--- config.mk ---
export PLATFORM = sky130hd
export DESIGN_NAME = recip_pack
export DESIGN_NICKNAME = d
export VERILOG_FILES = /design/src/design/finv_pkg.sv /design/src/design/recip_pack.sv
export SDC_FILE = /design/constraint.sdc
export NUM_CORES = 1
export LEC_CHECK = 0
export BUFFER_PORTS_ARGS = -buffer_cell sky130_fd_sc_hd__buf_2
export CAP_MARGIN = 20
export CORE_MARGIN = 5
export CORE_UTILIZATION = 56
export DETAILED_ROUTE_END_ITERATION = 12
export PLACE_DENSITY = 0.9
export SLEW_MARGIN = 20
export SYNTH_ARGS = -nofsm -noshare
export SYNTH_HDL_FRONTEND = slang
export SYNTH_SLANG_ARGS = --single-unit
--- constraint.sdc ---
create_clock -name vclk -period 5.82
set_clock_uncertainty 0.2 [all_clocks]
set_input_delay 1.164 -clock vclk [all_inputs]
set_output_delay 1.164 -clock vclk [all_outputs]
set_load 0.02 [all_outputs]
--- src/design/finv_pkg.sv ---
`default_nettype none

package finv_pkg;

   typedef logic [7:0]  exp_t;
   typedef logic [22:0] frac_t;
   typedef logic [23:0] mant_t;
   // 26 fraction bits, no integer part
   typedef logic [25:0] recip_t;

   typedef struct packed {
      logic  sign;
      exp_t  exponent;
      frac_t fraction;
   } float_t;

   localparam int SEED_BITS  = 8;
   localparam int PIPE_DEPTH = 3;

   localparam exp_t EXP_MAX       = 8'd255;
   localparam exp_t EXP_DENORM_HI = 8'd254;
   localparam exp_t EXP_DENORM_LO = 8'd253;

   localparam logic [1:0] ADR_OPERAND = 2'd0;
   localparam logic [1:0] ADR_RESULT  = 2'd1;
   localparam logic [1:0] ADR_STATUS  = 2'd2;

   typedef enum logic [2:0] {
      CLS_NORMAL,
      CLS_POW2,
      CLS_NAN,
      CLS_INF,
      CLS_ZERO
   } class_e;

   typedef enum logic [1:0] {
      SH_NORMAL,
      SH_DENORM1,
      SH_DENORM2
   } shift_e;

   typedef enum logic [1:0] {
      WB_IDLE,
      WB_BUSY,
      WB_ACK
   } wb_state_e;

   // 2^26 / (1 + (i + 0.5) / 2^SEED_BITS) rounded to nearest
   function automatic recip_t seed_value(input int unsigned i);
      longint unsigned num;
      longint unsigned den;
      num = 64'd1 << (26 + SEED_BITS + 1);
      den = (64'd1 << (SEED_BITS + 1)) + 2 * longint'(i) + 1;
      return recip_t'((num + den / 2) / den);
   endfunction

endpackage

`default_nettype wire

--- src/design/recip_pack.sv ---
`default_nettype none

module recip_pack (
   input  finv_pkg::recip_t     est,
   input  finv_pkg::class_e     cls,
   input  finv_pkg::shift_e     shift,
   input  finv_pkg::exp_t       exp_out,
   input  logic                 sign_out,
   input  finv_pkg::frac_t      frac_in,
   output finv_pkg::float_t     result,
   output logic                 exception
);

   // bit 23 is the carry out of rounding
   logic [23:0] rounded;

   always_comb begin
      case (shift)
         finv_pkg::SH_DENORM2: rounded = {2'b00, est[25:4]} + 24'(est[3]);
         finv_pkg::SH_DENORM1: rounded = {1'b0, est[25:3]} + 24'(est[2]);
         // est[25] is the hidden one here
         default:              rounded = {1'b0, est[24:2]} + 24'(est[1]);
      endcase
   end

   always_comb begin
      result.sign     = sign_out;
      result.exponent = exp_out + finv_pkg::exp_t'(rounded[23]);
      result.fraction = rounded[22:0];

      case (cls)
         finv_pkg::CLS_NAN: begin
            // quiet bit forced, payload kept
            result.exponent = finv_pkg::EXP_MAX;
            result.fraction = {1'b1, frac_in[21:0]};
         end
         finv_pkg::CLS_INF: begin
            result.exponent = '0;
            result.fraction = '0;
         end
         finv_pkg::CLS_ZERO: begin
            result.exponent = finv_pkg::EXP_MAX;
            result.fraction = '0;
         end
         finv_pkg::CLS_POW2: begin
            result.exponent = exp_out;
            if (shift == finv_pkg::SH_DENORM2) begin
               result.fraction = 23'h400000;
            end else begin
               result.fraction = '0;
            end
         end
         default: begin
         end
      endcase
   end

   assign exception = (cls == finv_pkg::CLS_NAN);

endmodule

`default_nettype wire

==> flow_metrics.tcl <==
set metrics [dict create \
    finalSetupTns_ns 0 \
    regArea_um2 0 \
    cts_setup_buffers 0 \
    p_per_area_nw_per_um2 85.7 \
    p_leak_uw 0.00115 \
    final_nets 498 \
    drc 0 \
    syn_area_um2 2440 \
    netlist.area_leader.share_pct 13.3 \
    tightest_slew_ns 0.956 \
    hold_viol 0 \
    place_congestion 0.952 \
    cp-start-kind "primary input" \
    startpoint "est[2]" \
    syn-num-nets 442 \
    hp-class "primary input to output port" \
    max_freq_mhz 190 \
    cts-hold-fix-buffers 0 \
    grt_pass1_wl_mm 13.2 \
    core_um2 4290 \
    synth_area_leaders "xnor2_1 13%, xor2_1 10%, a21oi_1 7.6%, a22o_1 6.1%, ha_1 5.1%" \
    die_w_um 76.1 \
    drt_iter0_drc 234 \
    ir_drop_uv 49.8 \
    numPlacedInstances 475 \
    clkbuf_count 0 \
    vias 3121 \
    drive_above_1_share_pct 25.8 \
    grt_usage_pct 25.3 \
    rsz0062_at_grt "no" \
    ant_nets 0 \
    endpoint_kind "output port" \
    ctsResizeCount 0 \
    diodes 0 \
    fillers 404 \
    slew_viol_final 0 \
    grt_pass1_vias 2864 \
    crit_arrival_ns 3.91 \
    drv_cap 0 \
    multi_input_area_um2 2180 \
    path_class "primary input to output port" \
    avgRoutedWirePerCell_um 16.9 \
    dp_hpwl_mm 6.12 \
    grt_max_degree 49 \
    num_io_pins 96 \
    antenna_found_initial 0 \
    path_max_fanout 7 \
    wl_mm 8.02 \
    die_h_um 76.1 \
    dieArea_um2 5780 \
    relSlewSlack_pct 35.8 \
    port_buffers 92 \
    period_share_pct 90.6 \
    status "completed" \
    initial_core_util_pct 56.9 \
    viasPerCell 6.57 \
    min_period_ns 5.27 \
    setup_viol 0 \
    required_ns 4.46 \
    yosys_warnings 0 \
    layoutNonFillerInstCount 475 \
    firstDrtPassIters 5 \
    synth_common_cells "37 x a21oi_1, 37 x xnor2_1, 28 x nor2_1, 28 x xor2_1" \
    yosysTopAreaCell "xnor2_1" \
    worstHoldStart "sign_out" \
    syn_inst 369 \
    synth_cell_type_count 54 \
    nFlopsAndLatches 0 \
    grt-ovfl-total 0 \
    syn_avg_cell_area_um2 6.62 \
    rows 24 \
    synth-seq-area-share_pct 0 \
    syn2layout_area_growth_pct 14.4 \
]
-- metal layers --
metal / vias to the layer above / track usage (%) / wire [um]
li1: 1469 / - / -
met1: 1446 / 33.5 / 3190
met2: 194 / 44.3 / 3920
met3: 12 / 3.07 / 792
met4: 0 / 4.20 / 116
met5: - / 0 / 0
-- through the flow --
stage	hold slack, ns	instance area (um2)	power, uW	setup WS, ns	utilization (%)
6_report	2.13	2800	240	0.549	65.1
5_1_grt	2.13	2800	259	0.408	65.1
4_1_cts	2.13	2800	238	0.614	65.1
3_5_place_dp	2.13	2800	237	0.616	65.1
3_3_place_gp	2.13	2800	231	0.699	65.1
2_1_floorplan	2.24	2440	169	0.960	-
-- kinds of logic after synthesis --
logic type,count (synthesis),share of synthesized area (%)
compound gates,112,33.1
buf+inv,53,10.6
simple gates,129,27.9
fa+ha+maj,10,5.12
xor+xnor,65,23.3
-- worst max-delay path: stages --
cell,delay (ns)
buf_2,0.09
ha_1,0.36
nand2_1,0.16
nor4_1,0.32
buf_4,0.19
a31oi_1,0.07
nor2_1,0.15
ha_1,0.23
nand3_1,0.21
or2_2,0.38
nand2_1,0.08
a21oi_1,0.06
a311o_1,0.28
buf_2,0.16
-- worst paths after layout --
kind / slack [ns] / cells after the start / end
min: 2.13 / 0 / result[31]
max: 0.55 / 14 / result[29]
-- cell usage in the layout (no fill, tap or decap), drive strengths merged, types with 2 or more instances in the layout --
cell / instances
a211o: 2
a21boi: 3
a21oi: 37
a221o: 9
a221oi: 5
a22o: 17
a22oi: 4
a311o: 2
a31oi: 2
a32oi: 3
and2: 3
and3: 3
and4: 3
buf: 100
ha: 10
inv: 7
nand2: 28
nand2b: 6
nand3: 18
nand3b: 2
nand4: 13
nor2: 28
nor2b: 2
nor3: 7
nor4: 7
o21ai: 9
o31ai: 4
o32ai: 6
or2: 4
or4: 2
xnor2: 37
xor2: 28
-- power breakdown --
part           leakage (uW)  switching [uW]  total, uW  internal [uW]
combinational       0.00115             147        240           92.8
clock                     0               0          0              0
sequential                0               0          0              0
-- layout make-up --
cell class,count,share of cell area [%]
multi-input cells,316,78.1
repair buffers,100,18.6
well taps,52,2.33
inverters,7,0.940
(Power assumes the default switching activity.)
