<file path="src/design/finv_pkg.sv">
`default_nettype none

package finv_pkg;

   typedef logic [7:0]  exp_t;
   typedef logic [22:0] frac_t;
   typedef logic [23:0] mant_t;
   // 26 fraction bits, no integer part
   typedef logic [25:0] recip_t;

   typedef struct packed {
      logic  sign;
      exp_t  exponent;
      frac_t fraction;
   } float_t;

   localparam int SEED_BITS  = 8;
   localparam int PIPE_DEPTH = 3;

   localparam exp_t EXP_MAX       = 8'd255;
   localparam exp_t EXP_DENORM_HI = 8'd254;
   localparam exp_t EXP_DENORM_LO = 8'd253;

   localparam logic [1:0] ADR_OPERAND = 2'd0;
   localparam logic [1:0] ADR_RESULT  = 2'd1;
   localparam logic [1:0] ADR_STATUS  = 2'd2;

   typedef enum logic [2:0] {
      CLS_NORMAL,
      CLS_POW2,
      CLS_NAN,
      CLS_INF,
      CLS_ZERO
   } class_e;

   typedef enum logic [1:0] {
      SH_NORMAL,
      SH_DENORM1,
      SH_DENORM2
   } shift_e;

   typedef enum logic [1:0] {
      WB_IDLE,
      WB_BUSY,
      WB_ACK
   } wb_state_e;

   // 2^26 / (1 + (i + 0.5) / 2^SEED_BITS) rounded to nearest
   function automatic recip_t seed_value(input int unsigned i);
      longint unsigned num;
      longint unsigned den;
      num = 64'd1 << (26 + SEED_BITS + 1);
      den = (64'd1 << (SEED_BITS + 1)) + 2 * longint'(i) + 1;
      return recip_t'((num + den / 2) / den);
   endfunction

endpackage

`default_nettype wire

</file>
<file path="src/design/finv_operand_if.sv">
`default_nettype none

// unpacked operand with the hidden one already in the mantissa
interface finv_operand_if;

   logic              valid;
   logic              sign;
   finv_pkg::exp_t    exponent;
   finv_pkg::mant_t   mantissa;

   modport src (
      output valid,
      output sign,
      output exponent,
      output mantissa
   );

   modport sink (
      input valid,
      input sign,
      input exponent,
      input mantissa
   );

endinterface

`default_nettype wire

</file>
<file path="src/design/recip_exponent.sv">
`default_nettype none

module recip_exponent (
   input  logic                 clk,
   input  logic                 rst_n,
   finv_operand_if.sink         op,
   output finv_pkg::class_e     cls,
   output finv_pkg::shift_e     shift,
   output finv_pkg::exp_t       exp_out,
   output logic                 sign_out,
   output finv_pkg::frac_t      frac_in
);

   typedef struct packed {
      finv_pkg::class_e cls;
      finv_pkg::shift_e shift;
      finv_pkg::exp_t   exp_res;
      logic             sign;
      finv_pkg::frac_t  frac;
   } info_t;

   finv_pkg::exp_t  e;
   finv_pkg::frac_t frac;
   logic            frac_zero;
   logic            e_hi;
   info_t           info_d;
   info_t           line_q [finv_pkg::PIPE_DEPTH];

   assign e         = op.exponent;
   assign frac      = op.mantissa[22:0];
   assign frac_zero = (frac == '0);
   assign e_hi      = (e == finv_pkg::EXP_DENORM_HI);

   always_comb begin
      info_d.sign = op.sign;
      info_d.frac = frac;

      if (e_hi) begin
         info_d.shift = finv_pkg::SH_DENORM2;
      end else if (e == finv_pkg::EXP_DENORM_LO) begin
         info_d.shift = finv_pkg::SH_DENORM1;
      end else begin
         info_d.shift = finv_pkg::SH_NORMAL;
      end

      // denormal inputs fall through as normals
      if (e == finv_pkg::EXP_MAX) begin
         info_d.cls = frac_zero ? finv_pkg::CLS_INF : finv_pkg::CLS_NAN;
      end else if (e == '0 && frac_zero) begin
         info_d.cls = finv_pkg::CLS_ZERO;
      end else if (frac_zero) begin
         info_d.cls = finv_pkg::CLS_POW2;
      end else begin
         info_d.cls = finv_pkg::CLS_NORMAL;
      end

      // 1/2^k needs one more than a general mantissa
      if (e_hi) begin
         info_d.exp_res = '0;
      end else if (frac_zero) begin
         info_d.exp_res = finv_pkg::EXP_DENORM_HI - e;
      end else begin
         info_d.exp_res = finv_pkg::EXP_DENORM_LO - e;
      end
   end

   // matches the mantissa path latency
   always_ff @(posedge clk) begin
      if (!rst_n) begin
         for (int i = 0; i < finv_pkg::PIPE_DEPTH; i++) begin
            line_q[i] <= '0;
         end
      end else begin
         if (op.valid) begin
            line_q[0] <= info_d;
         end
         for (int i = 1; i < finv_pkg::PIPE_DEPTH; i++) begin
            line_q[i] <= line_q[i-1];
         end
      end
   end

   assign cls      = line_q[finv_pkg::PIPE_DEPTH-1].cls;
   assign shift    = line_q[finv_pkg::PIPE_DEPTH-1].shift;
   assign exp_out  = line_q[finv_pkg::PIPE_DEPTH-1].exp_res;
   assign sign_out = line_q[finv_pkg::PIPE_DEPTH-1].sign;
   assign frac_in  = line_q[finv_pkg::PIPE_DEPTH-1].frac;

endmodule

`default_nettype wire

</file>
<file path="src/flat_wrapper.sv">
// flat-port wrapper written by rule: the top's interface ports become plain ports
module recip_exponent_flat 
  (clk, rst_n, cls, shift, exp_out, sign_out, frac_in, op_valid, op_sign, op_exponent, op_mantissa);
  finv_operand_if op_i ();
  input  logic clk;
  input  logic rst_n;
  output finv_pkg::class_e cls;
  output finv_pkg::shift_e shift;
  output finv_pkg::exp_t exp_out;
  output logic sign_out;
  output finv_pkg::frac_t frac_in;
  input wire logic [$bits(op_i.valid)-1:0] op_valid;
  input wire logic [$bits(op_i.sign)-1:0] op_sign;
  input wire logic [$bits(op_i.exponent)-1:0] op_exponent;
  input wire logic [$bits(op_i.mantissa)-1:0] op_mantissa;
  assign op_i.valid = op_valid;
  assign op_i.sign = op_sign;
  assign op_i.exponent = op_exponent;
  assign op_i.mantissa = op_mantissa;
  recip_exponent u_core (.clk(clk), .rst_n(rst_n), .op(op_i), .cls(cls), .shift(shift), .exp_out(exp_out), .sign_out(sign_out), .frac_in(frac_in));
endmodule
</file>
<file path="config.mk">
export PLATFORM = sky130hd
export DESIGN_NAME = recip_exponent_flat
export DESIGN_NICKNAME = d
export VERILOG_FILES = /design/src/design/finv_pkg.sv /design/src/design/finv_operand_if.sv /design/src/design/recip_exponent.sv /design/src/flat_wrapper.sv
export SDC_FILE = /design/constraint.sdc
export NUM_CORES = 1
export LEC_CHECK = 0
export ABC_AREA = 1
export BUFFER_PORTS_ARGS = -buffer_cell sky130_fd_sc_hd__buf_4
export CORE_MARGIN = 1
export CORE_UTILIZATION = 45
export CTS_CLUSTER_SIZE = 40
export DETAILED_ROUTE_END_ITERATION = 6
export PLACE_DENSITY = 0.74
export SYNTH_ARGS = -nofsm -noshare
export SYNTH_HDL_FRONTEND = slang
export SYNTH_SLANG_ARGS = --single-unit
</file>
<file path="constraint.sdc">
create_clock -name clk -period 3.05 [get_ports clk]
set_clock_uncertainty 0.2 [all_clocks]
set_input_delay 0.4575 -clock clk [delete_from_list [all_inputs] [get_ports clk]]
set_output_delay 0.4575 -clock clk [all_outputs]
set_load 0.1 [all_outputs]
</file>
==> results of run 1 <==
==> routing by layer <==
| layer | vias to the layer above | global-route usage [%] | part of all wire (%) |
|---|---|---|---|
| met5 | - | 0 | 0 |
| met4 | 0 | 8.806 | 3.5 |
| met3 | 16 | 3.329 | 5.2 |
| met2 | 70 | 23.67 | 53 |
| met1 | 1338 | 13.50 | 39 |
| li1 | 1548 | - | - |
==> cells in the mapped netlist (all sizes together), types with 2 or more instances <==
cell / count
xor2: 6
nor2: 41
ha: 6
a21oi: 2
nand2: 136
edfxtp: 111
xnor2: 3
clkbuf: 2
inv: 113
nand3: 5
nand4: 2
buf: 47
==> worst paths after layout <==
| check | depth (start not counted) | from | end |
|---|---|---|---|
| worst min-delay path | 3 | op_mantissa[19] | u_core.line_q[0][19] |
| worst max-delay path | 6 | rst_n | u_core.line_q[0][28] |
| worst max register to register | 2 | u_core.line_q[0][52] | u_core.line_q[0][89] |
| worst min register to register | 2 | u_core.line_q[0][51] | u_core.line_q[0][88] |
==> per-stage QoR <==
stage / cell area, um2 / std cells / setup WS [ns]
floorplan: 5295 / 552 / 1.224
finish: 5862 / 731 / 1.235
detailed placement: 5672 / 715 / 0.8380
CTS: 5862 / 731 / 1.255
global route: 5862 / 731 / 1.076
global placement: 5672 / 715 / 0.9021
==> critical path, cell delays in order <==
cell and delay, ns:
buf_4 0.08, buf_4 0.69, nand2_1 0.22, inv_2 0.17, o21ai_1 0.08, nor2_1 0.10
==> power groups by stage <==
stage	sequential [uW]	clock [uW]	combinational (uW)
floorplan	1850	0	364
global placement	1850	0	432
detailed placement	1860	0	440
CTS	1820	865	441
global route	1830	908	477
finish	1820	837	440
==> layout make-up <==
class | instances | share of cell area, %
inverter | 113 | 7.236
timing repair buffer | 72 | 9.221
sequential | 111 | 56.86
multi-input combinational | 279 | 20.45
clock buffer | 9 | 2.113
clock inverter | 7 | 1.131
tap | 140 | 2.988
==> cells in the final DEF (no fill, tap or decap) <==
| cell | count |
|---|---|
| a21oi_1 | 2 |
| buf_4 | 72 |
| clkbuf_8 | 9 |
| clkinv_2 | 1 |
| clkinv_4 | 2 |
| clkinv_8 | 1 |
| clkinvlp_4 | 1 |
| conb_1 | 74 |
| edfxtp_1 | 111 |
| ha_1 | 6 |
| inv_1 | 112 |
| inv_2 | 1 |
| inv_6 | 1 |
| inv_8 | 1 |
| nand2_1 | 132 |
| nand2_2 | 4 |
| nand3_1 | 4 |
| nand3_2 | 1 |
| nand3b_1 | 1 |
| nand4_1 | 2 |
| nor2_1 | 37 |
| nor2_2 | 3 |
| nor2_4 | 1 |
| nor4_1 | 1 |
| o21ai_1 | 1 |
| or2_2 | 1 |
| xnor2_1 | 3 |
| xor2_1 | 6 |
==> cell families (layout without fill, tap and decap cells) <==
group           count (synthesis)  in the layout  synth area share, %
fa+ha+maj                       6              6                1.495
other cells                     1             74              0.07469
buf+inv                       162            201                15.20
xor+xnor                        9              9                1.570
compound gates                  3              3               0.2989
flops                         111            111                66.38
simple gates                  187            187                14.98
==> summary.md, run 1 <==
| Metric | Value |
|---|---|
| Net switching power | `882.5 uW` |
| Ports | `73` |
| Initial antenna violation count | `0` |
| CTS tree | `done` |
| Post-CTS setup buffer count | `0` |
| Final HPWL DP | `4.887 mm` |
| Final setup violation count | `0` |
| Core ar. | `10840 um2` |
| Post-layout net count | `628` |
| Max FFs per register | `111` |
| Residual DRC count | `0` |
| Resized Gates After CTS | `0` |
| Critical path launch point type | `input pin` |
| CP Data Arrival Time | `1.86 ns` |
| Post-synth EDFFs | `111` |
| Clk_lat worst skew | `0.38 ns` |
| Peak VDD IR | `0.2523 mV` |
| Area share of the largest cell type after synthesis | `66.38%` |
| Minimum clock period | `1.815 ns` |
| Pre-antenna DRT Iters | `4` |
| Pwr per Cell Area | `528.3 nW/um2` |
| WL/cell | `9.423 um` |
| Synth Instances | `479` |
| Fin util | `54.07%` |
| Clock-pin slew on the worst setup and hold paths | `0.11 ns` |
| CP Class | `in -> reg` |
| Post-synth ARST share | `0%` |
| Total negative slack | `0 ns` |
| Area of the multi-input gates | `1199 um2` |
| Max cap viols | `0` |
| CTS max path bufs | `2` |
| Die ar. | `11580 um2` |
| Unique masters post-synth | `24` |
| Port Buf Inserts | `71` |
| Required time of the critical path | `3.09 ns` |
| Share of layout cells above drive strength 1 | `16.75%` |
| Slew Viols, Final | `0` |
| Starting Density | `46.32%` |
| Final Wtd Congestion | `0.8848` |
| Area grow syn2layout | `16.75%` |
| Biggest regs | `u_core.line_q x111` |
| Yosys reg bits | `111` |
| Syn avg cell area | `10.48 um2` |
| CTS root buf | `clkbuf_8` |
| Worst Hold Class | `in -> reg` |
| Fmax | `550.9 MHz` |
| Rel. slew slack | `39.00%` |
| Leakage | `0.003156 uW` |
| Flop pwr share | `58.8%` |
| Chip Height | `107.6 um` |
| Part of the power in the clock network | `27.0%` |
| Global Route Usage Sum | `13.21%` |
| Vias in the first global route | `2774` |
| Layout fillers | `968` |
| Iter 0 DRT Violations | `117` |
| Slew @ Worst Pin | `0.9150 ns` |
| Antenna-violating nets left | `0` |
| FP Rows | `38` |
| Crit share post-route | `59.51%` |
| Ys flop type | `edfxtp_1` |
| Post-Syn Area | `5021 um2` |
| Critical path capture point type | `register` |
| Internal power | `2214 uW` |
| TritonCTS Buffers | `9` |
| Total congestion overflow | `0` |
| Largest cells by area after synthesis | `edfxtp_1 (66%), nand2_1 (9.9%), inv_1 (8.4%)` |
| Via count | `2972` |
| Register area share after synthesis | `66.38%` |
| ANT cells | `0` |
| RSZ-0062 raised after global routing | `false` |
| Final WL | `6.888 mm` |
| Hold-fix buffers, CTS | `0` |
| Warnings from Yosys | `0` |
| Switch share | `28.50%` |
| Reg-to-reg setup timing slack | `2.10 ns` |
| Clock sink count | `111` |
| Register Area | `3333 um2` |
| CP max FO | `100` |
| First-pass GRT wire length | `11.37 mm` |
| H-tree levels | `3` |
| Post-synth top area cell | `edfxtp_1` |
| Vias per cell | `4.066` |
| Largest net degree at the start of global routing | `101` |
| Die width | `107.6 um` |
| Reg with most FFs | `u_core.line_q` |
| Final worst hold slack | `0.1323 ns` |
| Tot Pwr | `3097 uW` |
| Status | `finished clean` |
| Final hold vios | `0` |
| Comb power frac | `14.2%` |
(Power assumes the default switching activity.)
==> inputs of run 2 (changes only) <==
--- a/config.mk
+++ b/config.mk
@@ -11,7 +11,7 @@
 export CORE_UTILIZATION = 45
 export CTS_CLUSTER_SIZE = 40
 export DETAILED_ROUTE_END_ITERATION = 6
-export PLACE_DENSITY = 0.74
+export PLACE_DENSITY = 0.77
 export SYNTH_ARGS = -nofsm -noshare
 export SYNTH_HDL_FRONTEND = slang
 export SYNTH_SLANG_ARGS = --single-unit
==> constraint.sdc (replaced) <==
create_clock -name clk -period 1.5 [get_ports clk]
set_clock_uncertainty 0.2 [all_clocks]
set_input_delay 0.225 -clock clk [delete_from_list [all_inputs] [get_ports clk]]
set_output_delay 0.225 -clock clk [all_outputs]
set_load 0.1 [all_outputs]
==> summary.md, run 2 (synthesis gave the netlist of run 1 again) <==
| Metric | Value |
|---|---|
| Status | `finished clean (unchanged)` |
| Max cap viols | `0 (unchanged)` |
| Setup WS post-layout | `0.06449 ns (was 1.235 ns)` |
| Die width | `107.6 um (unchanged)` |
| CTS root buf | `clkbuf_8 (unchanged)` |
| Slowest-stage cell, CP | `edfxtp_1 (was buf_4)` |
| Area grow syn2layout | `23.72% (was 16.75%)` |
| Worst Hold Class | `in -> reg (unchanged)` |
| Required time of the critical path | `1.07 ns (was 3.09 ns)` |
| Slew @ Worst Pin | `0.5668 ns (was 0.9150 ns)` |
| Rel. slew slack | `62.21% (was 39.00%)` |
| Clock sink count | `111 (unchanged)` |
| Total congestion overflow | `0 (unchanged)` |
| Pwr per Cell Area | `1022 nW/um2 (was 528.3 nW/um2)` |
| RSZ-0062 raised after global routing | `false (unchanged)` |
| CTS max path bufs | `2 (unchanged)` |
| Via count | `3096 (was 2972)` |
| Largest delay share family, worst path | `flip-flops (was buffers and inverters)` |
| Ports | `73 (unchanged)` |
| Die ar. | `11580 um2 (unchanged)` |
| WP buf/inv | `1 (was 3)` |
| Vias per cell | `4.042 (was 4.066)` |
| Final Wtd Congestion | `0.9258 (was 0.8848)` |
| Core ar. | `10840 um2 (unchanged)` |
| Fin util | `57.31% (was 54.07%)` |
| Slew Viols, Final | `0 (unchanged)` |
| Comb power frac | `15.5% (was 14.2%)` |
| TritonCTS Buffers | `9 (unchanged)` |
| Post-CTS setup buffer count | `0 (unchanged)` |
| Pre-CTS WS | `-0.2301 ns (was 0.8380 ns)` |
| Biggest regs | `u_core.line_q x111 (unchanged)` |
| Critical path launch point type | `register (was input pin)` |
| Pre-antenna DRT Iters | `4 (unchanged)` |
| CP Data Arrival Time | `1.01 ns (was 1.86 ns)` |
| WL/cell | `10.11 um (was 9.423 um)` |
| Final WL | `7.741 mm (was 6.888 mm)` |
| FP Rows | `38 (unchanged)` |
| CP peak stage delay | `0.37 ns (was 0.69 ns)` |
| Largest net degree at the start of global routing | `63 (was 101)` |
| Net switching power | `1677 uW (was 882.5 uW)` |
| CP Class | `reg -> out (was in -> reg)` |
| Residual DRC count | `0 (unchanged)` |
| Initial antenna violation count | `0 (unchanged)` |
| Antenna-violating nets left | `0 (unchanged)` |
| H-tree levels | `3 (unchanged)` |
| Share of layout cells above drive strength 1 | `17.41% (was 16.75%)` |
| Critical path capture point type | `primary output (was register)` |
| Final setup violation count | `0 (unchanged)` |
| Clock-pin slew on the worst setup and hold paths | `0.10 ns (was 0.11 ns)` |
| Starting Density | `46.32% (unchanged)` |
| Crit share post-route | `95.70%` |
| Iter 0 DRT Violations | `129 (was 117)` |
| Switch share | `26.40% (was 28.50%)` |
| Internal power | `4674 uW (was 2214 uW)` |
| Minimum clock period | `1.436 ns` |
| Post-layout net count | `665 (was 628)` |
| Leakage | `0.003325 uW (was 0.003156 uW)` |
| ANT cells | `0 (unchanged)` |
| Flop pwr share | `58.3% (was 58.8%)` |
| Port Buf Inserts | `71 (unchanged)` |
| Resized Gates After CTS | `0 (unchanged)` |
| Chip Height | `107.6 um (unchanged)` |
| Part of the power in the clock network | `26.2% (was 27.0%)` |
| First-pass GRT wire length | `13.26 mm (was 11.37 mm)` |
| Commonest cells after routing, fill and taps aside | `nand2_1 (132), inv_1 (112), edfxtp_1 (111), buf_4 (83), conb_1 (74) (was nand2_1 (132), inv_1 (112), edfxtp_1 (111), conb_1 (74), buf_4 (72))` |
| Peak VDD IR | `0.4245 mV (was 0.2523 mV)` |
| Global Route Usage Sum | `14.97% (was 13.21%)` |
| Reg with most FFs | `u_core.line_q (unchanged)` |
| Placed cell area | `5797 um2 (was 5672 um2)` |
| Fmax | `696.6 MHz` |
| Final hold vios | `0 (unchanged)` |
| CP max FO | `1 (was 100)` |
| Final HPWL DP | `5.628 mm (was 4.887 mm)` |
| CTS tree | `done (unchanged)` |
| Clk_lat worst skew | `0.35 ns (was 0.38 ns)` |
| Final instance area | `6212 um2 (was 5862 um2)` |
| Final worst hold slack | `0.04693 ns (was 0.1323 ns)` |
| Crit-path cells | `buf_4 (was buf_4, buf_4, nand2_1, inv_2, o21ai_1, nor2_1)` |
| Commonest non-fill, non-tap cell in the layout | `nand2_1 (unchanged)` |
| Max FFs per register | `111 (unchanged)` |
| Vias in the first global route | `3144 (was 2774)` |
run 2: cell count changes in the layout (fill, tap and decap cells not counted), moves of 2 or more:
cell	change
dlygate4sd3_1	+24
buf_4	+11
buf_12	+2
clkinv_4	-2
run 2: through the flow:
stage	total power [uW]	setup TNS (ns)	std cells
floorplan	4510	0	552
finish	6351	0	766
CTS	6419	0	766
detailed placement	4712	-1.546	728
global placement	4683	-1.061	728
global route	6640	0	766
run 2: what timing repair did:
item | CTS | global route
endpoints found under the setup margin | 0 | 0
hold buffers | 24 | 0
hold endpoints to repair | 24 | 0
run 2: cell type report:
type,count,area [um2]
clock inverter,5,51.30
fill,936,4628
inverter,113,424.2
sequential,111,3333
clock buffer,9,123.9
multi-input combinational,279,1201
timing repair buffer,109,903.4
tap,140,175.2
run 2: power by group through the flow:
stage / registers (uW) / clock network [uW] / logic, uW
6_report: 3700 / 1660 / 984
5_1_grt: 3720 / 1850 / 1060
4_1_cts: 3710 / 1730 / 982
3_5_place_dp: 3780 / 0 / 934
3_3_place_gp: 3770 / 0 / 916
2_1_floorplan: 3770 / 0 / 741
run 2: worst paths after layout:
kind,from,end,slack [ns],cells after the start
hold reg to reg,u_core.line_q[0][58],u_core.line_q[0][95],0.30,2
hold / removal,op_valid,u_core.line_q[0][23],0.05,2
setup reg to reg,u_core.line_q[0][59],u_core.line_q[0][96],0.53,2
setup / recovery,u_core.line_q[0][92],frac_in[18],0.06,1
run 2: layer usage:
layer  vias to the layer above  GRT usage (%)  part of all wire, %
li1                       1619              -                    -
met4                         0          5.969                  1.8
met2                        62          27.34                   53
met3                        11          3.027                  3.9
met5                         -              0                    0
met1                      1404          17.00                   41
==> inputs of run 3 (changes only) <==
--- a/config.mk
+++ b/config.mk
@@ -7,11 +7,13 @@
 export LEC_CHECK = 0
 export ABC_AREA = 1
 export BUFFER_PORTS_ARGS = -buffer_cell sky130_fd_sc_hd__buf_4
+export CELL_PAD_IN_SITES_DETAIL_PLACEMENT = 1
+export CELL_PAD_IN_SITES_GLOBAL_PLACEMENT = 2
 export CORE_MARGIN = 1
-export CORE_UTILIZATION = 45
+export CORE_UTILIZATION = 33
 export CTS_CLUSTER_SIZE = 40
 export DETAILED_ROUTE_END_ITERATION = 6
-export PLACE_DENSITY = 0.77
+export PLACE_DENSITY = 0.84
 export SYNTH_ARGS = -nofsm -noshare
 export SYNTH_HDL_FRONTEND = slang
 export SYNTH_SLANG_ARGS = --single-unit
==> summary.md, run 3 (synthesis gave the netlist of run 1 again) <==
| Metric | Value |
|---|---|
| Iter 0 DRT Violations | `149 (was 129)` |
| First-pass GRT wire length | `14.98 mm (was 13.26 mm)` |
| CTS root buf | `clkbuf_16 (was clkbuf_8)` |
| CP Class | `reg -> out (unchanged)` |
| Slew @ Worst Pin | `0.5402 ns (was 0.5668 ns)` |
| Setup WS post-layout | `0.07080 ns (was 0.06449 ns)` |
| Worst Hold Class | `in -> reg (unchanged)` |
| Final WL | `8.961 mm (was 7.741 mm)` |
| Placed cells | `776 (was 728)` |
| CP peak stage delay | `0.35 ns (was 0.37 ns)` |
| Ports | `73 (unchanged)` |
| Final Wtd Congestion | `0.8293 (was 0.9258)` |
| Final worst hold slack | `0.03979 ns (was 0.04693 ns)` |
| Vias in the first global route | `3274 (was 3144)` |
| Critical path capture point type | `primary output (unchanged)` |
| Slew Viols, Final | `0 (unchanged)` |
| Chip Height | `125.4 um (was 107.6 um)` |
| WL/cell | `11.04 um (was 10.11 um)` |
| Crit-path cells | `buf_4 (unchanged)` |
| Pre-antenna DRT Iters | `6 (was 4)` |
| Final setup violation count | `0 (unchanged)` |
| WP buf/inv | `1 (unchanged)` |
| Post-layout net count | `665 (unchanged)` |
| Initial antenna violation count | `0 (unchanged)` |
| Clock-pin slew on the worst setup and hold paths | `0.07 ns (was 0.10 ns)` |
| H-tree levels | `3 (unchanged)` |
| Port Buf Inserts | `71 (unchanged)` |
| Switch share | `27.14% (was 26.40%)` |
| Core ar. | `14700 um2 (was 10840 um2)` |
| Area of the multi-input gates | `1209 um2 (was 1201 um2)` |
| Biggest regs | `u_core.line_q x111 (unchanged)` |
| Total congestion overflow | `0 (unchanged)` |
| Slowest-stage cell, CP | `edfxtp_1 (unchanged)` |
| Final hold vios | `0 (unchanged)` |
| Global Route Usage Sum | `12.59% (was 14.97%)` |
| Commonest non-fill, non-tap cell in the layout | `nand2_1 (unchanged)` |
| Largest net degree at the start of global routing | `58 (was 63)` |
| Placed cell area | `5869 um2 (was 5797 um2)` |
| Non-Filler Instances | `812 (was 766)` |
| Final HPWL DP | `6.331 mm (was 5.628 mm)` |
| Fmax | `699.7 MHz (was 696.6 MHz)` |
| Rel. slew slack | `63.99% (was 62.21%)` |
| Register Area | `3333 um2 (unchanged)` |
| Comb power frac | `14.2% (was 15.5%)` |
| Via count | `3199 (was 3096)` |
| TritonCTS Buffers | `9 (unchanged)` |
| CP Launch Point | `u_core.line_q[0][89] (was u_core.line_q[0][92])` |
| Die ar. | `15710 um2 (was 11580 um2)` |
| Area grow syn2layout | `26.46% (was 23.72%)` |
| Residual DRC count | `0 (unchanged)` |
| Internal power | `5070 uW (was 4674 uW)` |
| Pre-CTS WS | `-0.2356 ns (was -0.2301 ns)` |
| Crit share post-route | `95.28% (was 95.70%)` |
| Max FFs per register | `111 (unchanged)` |
| Reg with most FFs | `u_core.line_q (unchanged)` |
| Share of layout cells above drive strength 1 | `18.15% (was 17.41%)` |
| Status | `finished clean (unchanged)` |
| Layout fillers | `1661 (was 936)` |
| Tot Pwr | `6959 uW (was 6351 uW)` |
| Peak VDD IR | `0.5199 mV (was 0.4245 mV)` |
| Flop pwr share | `53.3% (was 58.3%)` |
| Required time of the critical path | `1.07 ns (about the same)` |
| CP max FO | `1 (unchanged)` |
| Die width | `125.4 um (was 107.6 um)` |
| RSZ-0062 raised after global routing | `false (unchanged)` |
| CTS tree | `done (unchanged)` |
| ANT cells | `0 (unchanged)` |
| CP Data Arrival Time | `1.00 ns (was 1.01 ns)` |
| Clk_lat worst skew | `0.35 ns (about the same)` |
| Hold_sp | `op_mantissa[2] (was op_valid)` |
| Antenna-violating nets left | `0 (unchanged)` |
| Vias per cell | `3.940 (was 4.042)` |
| Net switching power | `1889 uW (was 1677 uW)` |
| Reg2reg start | `u_core.line_q[0][27] (was u_core.line_q[0][59])` |
| Critical path launch point type | `register (unchanged)` |
| Pwr per Cell Area | `1096 nW/um2 (was 1022 nW/um2)` |
| Clock sink count | `111 (unchanged)` |
| Commonest cells after routing, fill and taps aside | `nand2_1 (132), inv_1 (112), edfxtp_1 (111), buf_4 (88), conb_1 (74) (was nand2_1 (132), inv_1 (112), edfxtp_1 (111), buf_4 (83), conb_1 (74))` |
| Final instance area | `6350 um2 (was 6212 um2)` |
| FP Rows | `44 (was 38)` |
| Minimum clock period | `1.429 ns (was 1.436 ns)` |
| Leakage | `0.003368 uW (was 0.003325 uW)` |
| Largest delay share family, worst path | `flip-flops (unchanged)` |
| Part of the power in the clock network | `32.5% (was 26.2%)` |
| Max cap viols | `0 (unchanged)` |
| Starting Density | `34.16% (was 46.32%)` |
| CTS max path bufs | `2 (unchanged)` |
[run 3: cell count changes in the layout (fill, tap and decap cells not counted)]
| cell | before | now |
|---|---|---|
| clkinv_2 | 2 | 1 |
| nand3_4 | 0 | 1 |
| buf_12 | 2 | 1 |
| inv_6 | 0 | 3 |
| dlygate4sd3_1 | 24 | 20 |
| bufinv_16 | 1 | 0 |
| clkbuf_1 | 0 | 1 |
| clkbuf_8 | 9 | 0 |
| clkbuf_16 | 0 | 9 |
| nand3_2 | 1 | 0 |
| clkinvlp_4 | 1 | 0 |
| buf_4 | 83 | 88 |
| clkinv_4 | 0 | 1 |
[run 3: power by group through the flow]
stage	clock, uW	sequential (uW)	combinational [uW]
after global placement	0	3770	930
final	2260	3710	990
after floorplan	0	3770	741
after CTS	2360	3710	993
after global routing	2440	3730	1070
after detailed placement	0	3780	950
[run 3: timing repair]
item,CTS,global route
gates resized for setup,0,1
setup endpoints to repair,0,2
setup buffers,0,0
endpoints found under the hold margin,20,0
hold buffers,20,0
[run 3: path summary, 6_finish.rpt]
check / cells after the start / end / slack [ns]
worst min-delay path: 4 / u_core.line_q[0][2] / 0.04
worst max register to register: 2 / u_core.line_q[0][64] / 0.54
worst min register to register: 2 / u_core.line_q[0][82] / 0.30
worst max-delay path: 1 / frac_in[15] / 0.07
[run 3: routing by layer]
metal / GRT usage [%] / wire length, um
met5: 0 / 0
met3: 2.696 / 276
met2: 23.23 / 4804
met1: 13.42 / 3670
met4: 6.671 / 210
[run 3: area by class of cell]
| class | instances | area share [%] |
|---|---|---|
| tap | 184 | 3.626 |
| clock buffer | 10 | 3.606 |
| multi-input combinational | 279 | 19.03 |
| inverter | 113 | 6.680 |
| timing repair buffer | 109 | 13.87 |
| clock inverter | 6 | 0.6897 |
| sequential | 111 | 52.49 |
[run 3: metrics by stage]
stage	utilization, %	TNS, ns
4_1_cts	43.15	0
2_1_floorplan	-	0
3_3_place_gp	39.93	-1.476
6_report	43.20	0
3_5_place_dp	39.93	-1.785
5_1_grt	43.20	0
